## config.mk

```make
export PLATFORM = sky130hd
export DESIGN_NAME = ro_stage
export DESIGN_NICKNAME = d
export VERILOG_FILES = /design/src/common/ro_pkg.sv /design/src/hw/lane_buf.sv /design/src/ro/ro_stage.sv
export VERILOG_INCLUDE_DIRS = /design/src /design/src/common
export SDC_FILE = /design/constraint.sdc
export NUM_CORES = 1
export LEC_CHECK = 0
export BUFFER_PORTS_ARGS = -buffer_cell sky130_fd_sc_hd__buf_2
export CAP_MARGIN = 20
export CORE_AREA = 2 2 258 260
export CTS_BUF_LIST = sky130_fd_sc_hd__clkbuf_8
export CTS_CLUSTER_DIAMETER = 100
export DETAILED_ROUTE_END_ITERATION = 8
export DIE_AREA = 0 0 260 262
export GPL_TIMING_DRIVEN = 0
export PLACE_DENSITY_LB_ADDON = 0.08
export SETUP_SLACK_MARGIN = 0.05
export SYNTH_ARGS = -nofsm -noshare
export SYNTH_HDL_FRONTEND = slang
export SYNTH_SLANG_ARGS = --single-unit
export TNS_END_PERCENT = 10
```

## constraint.sdc

```tcl
create_clock -name clk -period 12.2 [get_ports clk]
set_clock_uncertainty 0.05 [all_clocks]
set_input_delay 1.22 -clock clk [delete_from_list [all_inputs] [get_ports clk]]
set_output_delay 1.22 -clock clk [all_outputs]
set_load 0.005 [all_outputs]
```

## src/common/ro_macros.svh

```systemverilog
`ifndef RO_MACROS_SVH
`define RO_MACROS_SVH

// Issue lanes, each with its own buffer
`define RO_IW          2

`define RO_DW          32    // Operand width
`define RO_PRF_AW      6     // 64 physical registers
`define RO_PC_W        30
`define RO_ROB_AW      5     // Reorder-buffer tag

// Opcode field widths
`define RO_ALU_OPC_W   6
`define RO_BRU_OPC_W   4

// Derived sizes
`define RO_PRF_N       (1 << `RO_PRF_AW)
`define RO_NRP         (2 * `RO_IW)    // Two source reads per lane

`endif

```

## src/common/ro_pkg.sv

```systemverilog
`include "ro_macros.svh"

package ro_pkg;

   // Fields that ride through the stage untouched
   typedef struct packed
   {
      logic [`RO_ALU_OPC_W-1:0] alu_opc;
      logic [`RO_BRU_OPC_W-1:0] bru_opc;
      logic                     lsu_op;
      logic [`RO_PC_W-1:0]      pc;        // Also stands in for the predicted target
      logic [`RO_DW-1:0]        imm;
      logic [`RO_PRF_AW-1:0]    prd;
      logic                     prd_we;
      logic [`RO_ROB_AW-1:0]    rob_id;
   } uop_t;

   // Renamed micro-op as issued
   typedef struct packed
   {
      uop_t                     uop;
      logic [`RO_PRF_AW-1:0]    prs1;
      logic                     prs1_re;
      logic [`RO_PRF_AW-1:0]    prs2;
      logic                     prs2_re;
   } ro_req_t;

   // Micro-op toward execute, operands attached
   typedef struct packed
   {
      uop_t                     uop;
      logic [`RO_DW-1:0]        operand1;
      logic [`RO_DW-1:0]        operand2;
   } ex_uop_t;

   typedef struct packed
   {
      logic                     re;
      logic [`RO_PRF_AW-1:0]    addr;
   } prf_rd_t;

   // Writeback, no handshake
   typedef struct packed
   {
      logic                     we;
      logic [`RO_PRF_AW-1:0]    addr;
      logic [`RO_DW-1:0]        data;
   } prf_wr_t;

endpackage

```

## src/hw/lane_buf.sv

```systemverilog
`timescale 1ns/1ps

module lane_buf
(
   input  logic          clk,
   input  logic          rst_n,
   input  logic          flush,
   // Upstream handshake
   input  logic          in_valid,
   output logic          in_ready,
   // Downstream handshake
   output logic          out_valid,
   input  logic          out_ready,
   output logic          load,      // Accept strobe, used for side registers
   input  ro_pkg::uop_t  d,
   output ro_pkg::uop_t  q
);
   import ro_pkg::*;

   logic  valid_q;
   uop_t  data_q;

   // Ready passes straight through from downstream
   assign in_ready  = ~valid_q | out_ready;
   assign load      = in_valid & in_ready & ~flush;
   assign out_valid = valid_q;
   assign q         = data_q;

   always_ff @(posedge clk or negedge rst_n)
   begin
      if (!rst_n)
      begin
         valid_q <= 1'b0;
      end
      else if (flush)
      begin
         valid_q <= 1'b0;   // Drops held and offered entries
      end
      else if (in_ready)
      begin
         // Empty or draining, so refill or go empty
         valid_q <= in_valid;
      end
   end

   // Payload only moves on accept
   always_ff @(posedge clk)
   begin
      if (load)
      begin
         data_q <= d;
      end
   end

endmodule

```

## src/ro/ro_stage.sv

```systemverilog
`timescale 1ns/1ps
`include "ro_macros.svh"

module ro_stage
(
   input  logic                             clk,
   input  logic                             rst_n,
   input  logic                             flush,
   // From issue
   input  ro_pkg::ro_req_t [`RO_IW-1:0]     issue_req,
   input  logic [`RO_IW-1:0]                issue_valid,
   output logic [`RO_IW-1:0]                issue_ready,
   // To register file
   output ro_pkg::prf_rd_t [`RO_NRP-1:0]    prf_rd,
   // From register file, one cycle after the request
   input  logic [`RO_NRP-1:0][`RO_DW-1:0]   prf_rdata,
   // To execute
   output ro_pkg::ex_uop_t [`RO_IW-1:0]     ex_uop,
   output logic [`RO_IW-1:0]                ex_valid,
   input  logic [`RO_IW-1:0]                ex_ready
);
   import ro_pkg::*;

   logic [`RO_IW-1:0]  lane_load;   // Accept strobe per lane
   uop_t [`RO_IW-1:0]  lane_uop;    // Buffered pass-through fields

   genvar i;

   generate
      for (i = 0; i < `RO_IW; i++)
      begin : gen_lane
         lane_buf lane_buf_inst
         (
            .clk       (clk),
            .rst_n     (rst_n),
            .flush     (flush),
            .in_valid  (issue_valid[i]),
            .in_ready  (issue_ready[i]),
            .out_valid (ex_valid[i]),
            .out_ready (ex_ready[i]),
            .load      (lane_load[i]),
            .d         (issue_req[i].uop),
            .q         (lane_uop[i])
         );

         // Register file acts as the operand half of this stage
         // Reads fire only on accept
         always_comb
         begin
            prf_rd[2*i].re     = issue_req[i].prs1_re & lane_load[i];
            prf_rd[2*i].addr   = issue_req[i].prs1;
            prf_rd[2*i+1].re   = issue_req[i].prs2_re & lane_load[i];
            prf_rd[2*i+1].addr = issue_req[i].prs2;
         end

         // Operands come straight from the read registers
         always_comb
         begin
            ex_uop[i].uop      = lane_uop[i];
            ex_uop[i].operand1 = prf_rdata[2*i];     // rs1 port
            ex_uop[i].operand2 = prf_rdata[2*i+1];   // rs2 port
         end
      end
   endgenerate

endmodule

```

==> flow_summary_export.csv <==
group,metric,value,unit
timing,finalMaxSlewViolations,0,
die,start_util,0.09910,
placement,dp_hpwl,21760,um
yosys,synthXorXnorAreaFrac,0,
timing,setup_tns,0,ns
clocking,clkLatencyLatePin,0.53,ns
worst_hold_path,hold_path_class,"input port to async pin",
die,die_h,262,um
timing,fin_crit,3.106,ns
yosys,synth-adder-area-share,0,
drt,wirelength,25860,um
pwr,ir_drop,0.07062,mV
timing,hold_violations,0,
clocking,clk_pin_slew,0.11,ns
setup_path,r2r_start,"gen_lane[1].lane_buf_inst.out_valid",
yosys,synth_warnings,0,
flow_run,max_cap_violations,0,
grt,grt_util_all_layers,0.07198,
timing,setup_viol,0,
timing,rsz0062_at_grt,"false",
setup_path,cp_data_arrival_time,1.84,ns
clocking,cts.sink_count,172,
placement,io_buffer_count,509,
yosys,yosys_register_bits,172,
yosys,synth_top_family_by_area,"buffers and inverters",
grt,overflow,0,
setup_path,crit_slowest_cell,"nor2b_4",
grt,antenna_found_initial,9,
run_status,outcome,"complete, no violations",
setup_path,endpoint_kind,"output pin",
yosys,synth-compound-area-share,0.001547,
setup_path,required,10.93,ns
setup_path,path_class,"input port to output pin",
setup_path,path_cells,"buf_2, nor2b_4, inv_2, buf_4, buf_2",
yosys,seq_area_frac_synth,0.7969,
setup_path,slowest_delay,0.19,ns
timing,fin_crit_sh,0.2546,
drt,via_per_inst,2.647,
yosys,syn_area_per_cell,18.86,sq um
drt,first_pass_iters,4,
yosys,netlist_instances,343,
grt,grt_max_degree,17,
clocking,post-cts-setup-buffer-count,0,
drt,drc,0,
setup_path,path_common_cell,"buf_2",
yosys,synth_cell_types,11,
die,io_pins,663,
drt,vias,4682,
yosys,synthesis.area,6469,sq um
die,core,65280,sq um
cells_and_area,drive_gt1_frac,0.8027,
placement,place.gp.congestion,0.6500,
yosys,synth.mux.area_fraction,0,
clocking,cts_buffers,17,
clocking,cts_tree,"built",
pwr,powerDensity,117.9,nW/um^2
die,fp.dieW,260,um
cells_and_area,syn2layout_area_growth,65.49,%
timing,worst_pin_slew,0.5345,ns
setup_path,worstPathMaxFanout,4,
pwr,p_leak,0.004735,uW
drt,drt_iter0_drc,140,
clocking,cts_hold_buf,0,
timing,timing.fmax,0.3219,GHz
grt,grt_pass1_wl,33890,um
clocking,ctsResizeCount,0,
die,row_count,94,
timing,slew_headroom,0.6417,
drt,wl_per_cell,14.62,um
yosys,yosys.area_share.simple,0.01644,
drt,drtAntennaViolNets,0,
timing,whs,0.4068,ns
grt,grt_pass1_vias,4778,
clocking,cts.path.max_buffers,2,
setup_path,crit_start,"ex_ready[1]",
placement,dp_slack,8.724,ns
setup_path,critPathLaunchType,"input port",
timing,fin_ws,9.094,ns
clocking,cts_max_level,4,
yosys,syn_nets,676,
clocking,cts_root_buffer,"clkbuf_8",
die,die_area,68120,sq um
cells_and_area,nets,1223,
[Yosys cell counts (all sizes together)]
cell type / n / area share
edfxtp: 170 / 0.79
buf: 157 / 0.18
inv: 4 / 0.0023
nor4b: 4 / 0.011
a21oi: 2 / 0.0015
dfrtp: 2 / 0.0077
nor2b: 2 / 0.0043
nor3: 2 / 0.0015
[kinds of logic (layout without fill, tap and decap cells)]
logic type | Yosys count | count (layout)
AOI/OAI and AO/OA | 2 | 2
buffers and inverters | 161 | 720
DFF | 172 | 172
other | 0 | 3
and+or+nand+nor | 8 | 8
[cell usage in the layout (no fill, tap or decap)]
cell and instances:
buf_2 509, nor3_2 2, dfrtp_1 2, inv_1 4, inv_8 1, buf_4 158
diode_2 3, nor4b_2 3, inv_2 1, nor2b_4 2, clkinvlp_4 1, bufinv_16 2
nor4b_4 1, clkinv_2 4, buf_8 1, clkinv_4 2, a21oi_1 2, inv_6 3
edfxtp_1 170, buf_6 17, clkbuf_8 17
[worst paths after layout]
kind | end | slack, ns | cells past startpoint
max reg2reg | gen_lane[1].lane_buf_inst.q[60] | 9.72 | 8
max in group asynchronous | gen_lane[1].lane_buf_inst.out_valid | 11.58 | 1
max | issue_ready[1] | 9.09 | 5
min reg2reg | gen_lane[0].lane_buf_inst.out_valid | 0.64 | 3
min in group clk | gen_lane[0].lane_buf_inst.out_valid | 0.64 | 3
min | gen_lane[0].lane_buf_inst.out_valid | 0.41 | 1
[critical path: cells and delay by family]
| family | cells | cell delay (ns) |
|---|---|---|
| AND/OR/NAND/NOR | 1 | 0.19 |
| buffers and inverters | 4 | 0.42 |
[state kept, by name, summed over array words and instances, names as in the netlist]
register and count:
gen_lane.lane_buf_inst.q 170, gen_lane.lane_buf_inst.out_valid 2
[routing by layer]
layer | vias to the layer above | global-route usage | wire (um)
met5 | - | 0 | 74
met1 | 2170 | 0.06632 | 8294
li1 | 2167 | - | -
met3 | 29 | 0.05054 | 3476
met2 | 306 | 0.1222 | 13590
met4 | 10 | 0.03065 | 419
[where the power goes]
group / leakage, uW / switching, uW / internal [uW]
clock: 0.000200 / 245 / 182
sequential: 0.00161 / 5.30 / 678
combinational: 0.00292 / 61.3 / 90.9
total: 0.00473 / 311 / 951
[metrics by stage]
step / power (uW) / area, sq um / cells / utilization
after floorplan: 760.4 / 6469 / 343 / -
after global placement: 857.4 / 10100 / 1716 / 0.1547
after detailed placement: 855.5 / 10320 / 1735 / 0.1581
after CTS: 1311 / 10700 / 1766 / 0.1639
after global routing: 1336 / 10700 / 1767 / 0.1639
final: 1263 / 10710 / 1769 / 0.1640
[cell type report]
cell class	instances	area, sq um
Inverter	4	15.01
Clock buffer	17	234.0
Tap cell	864	1081
Timing Repair Buffer	528	2758
Buffer	157	1182
Antenna cell	3	7.507
Sequential cell	172	5155
Multi-Input combinational cell	10	126.4
Fill cell	7341	54570
Clock inverter	14	146.4
Power figures use the tool's default switching activity.
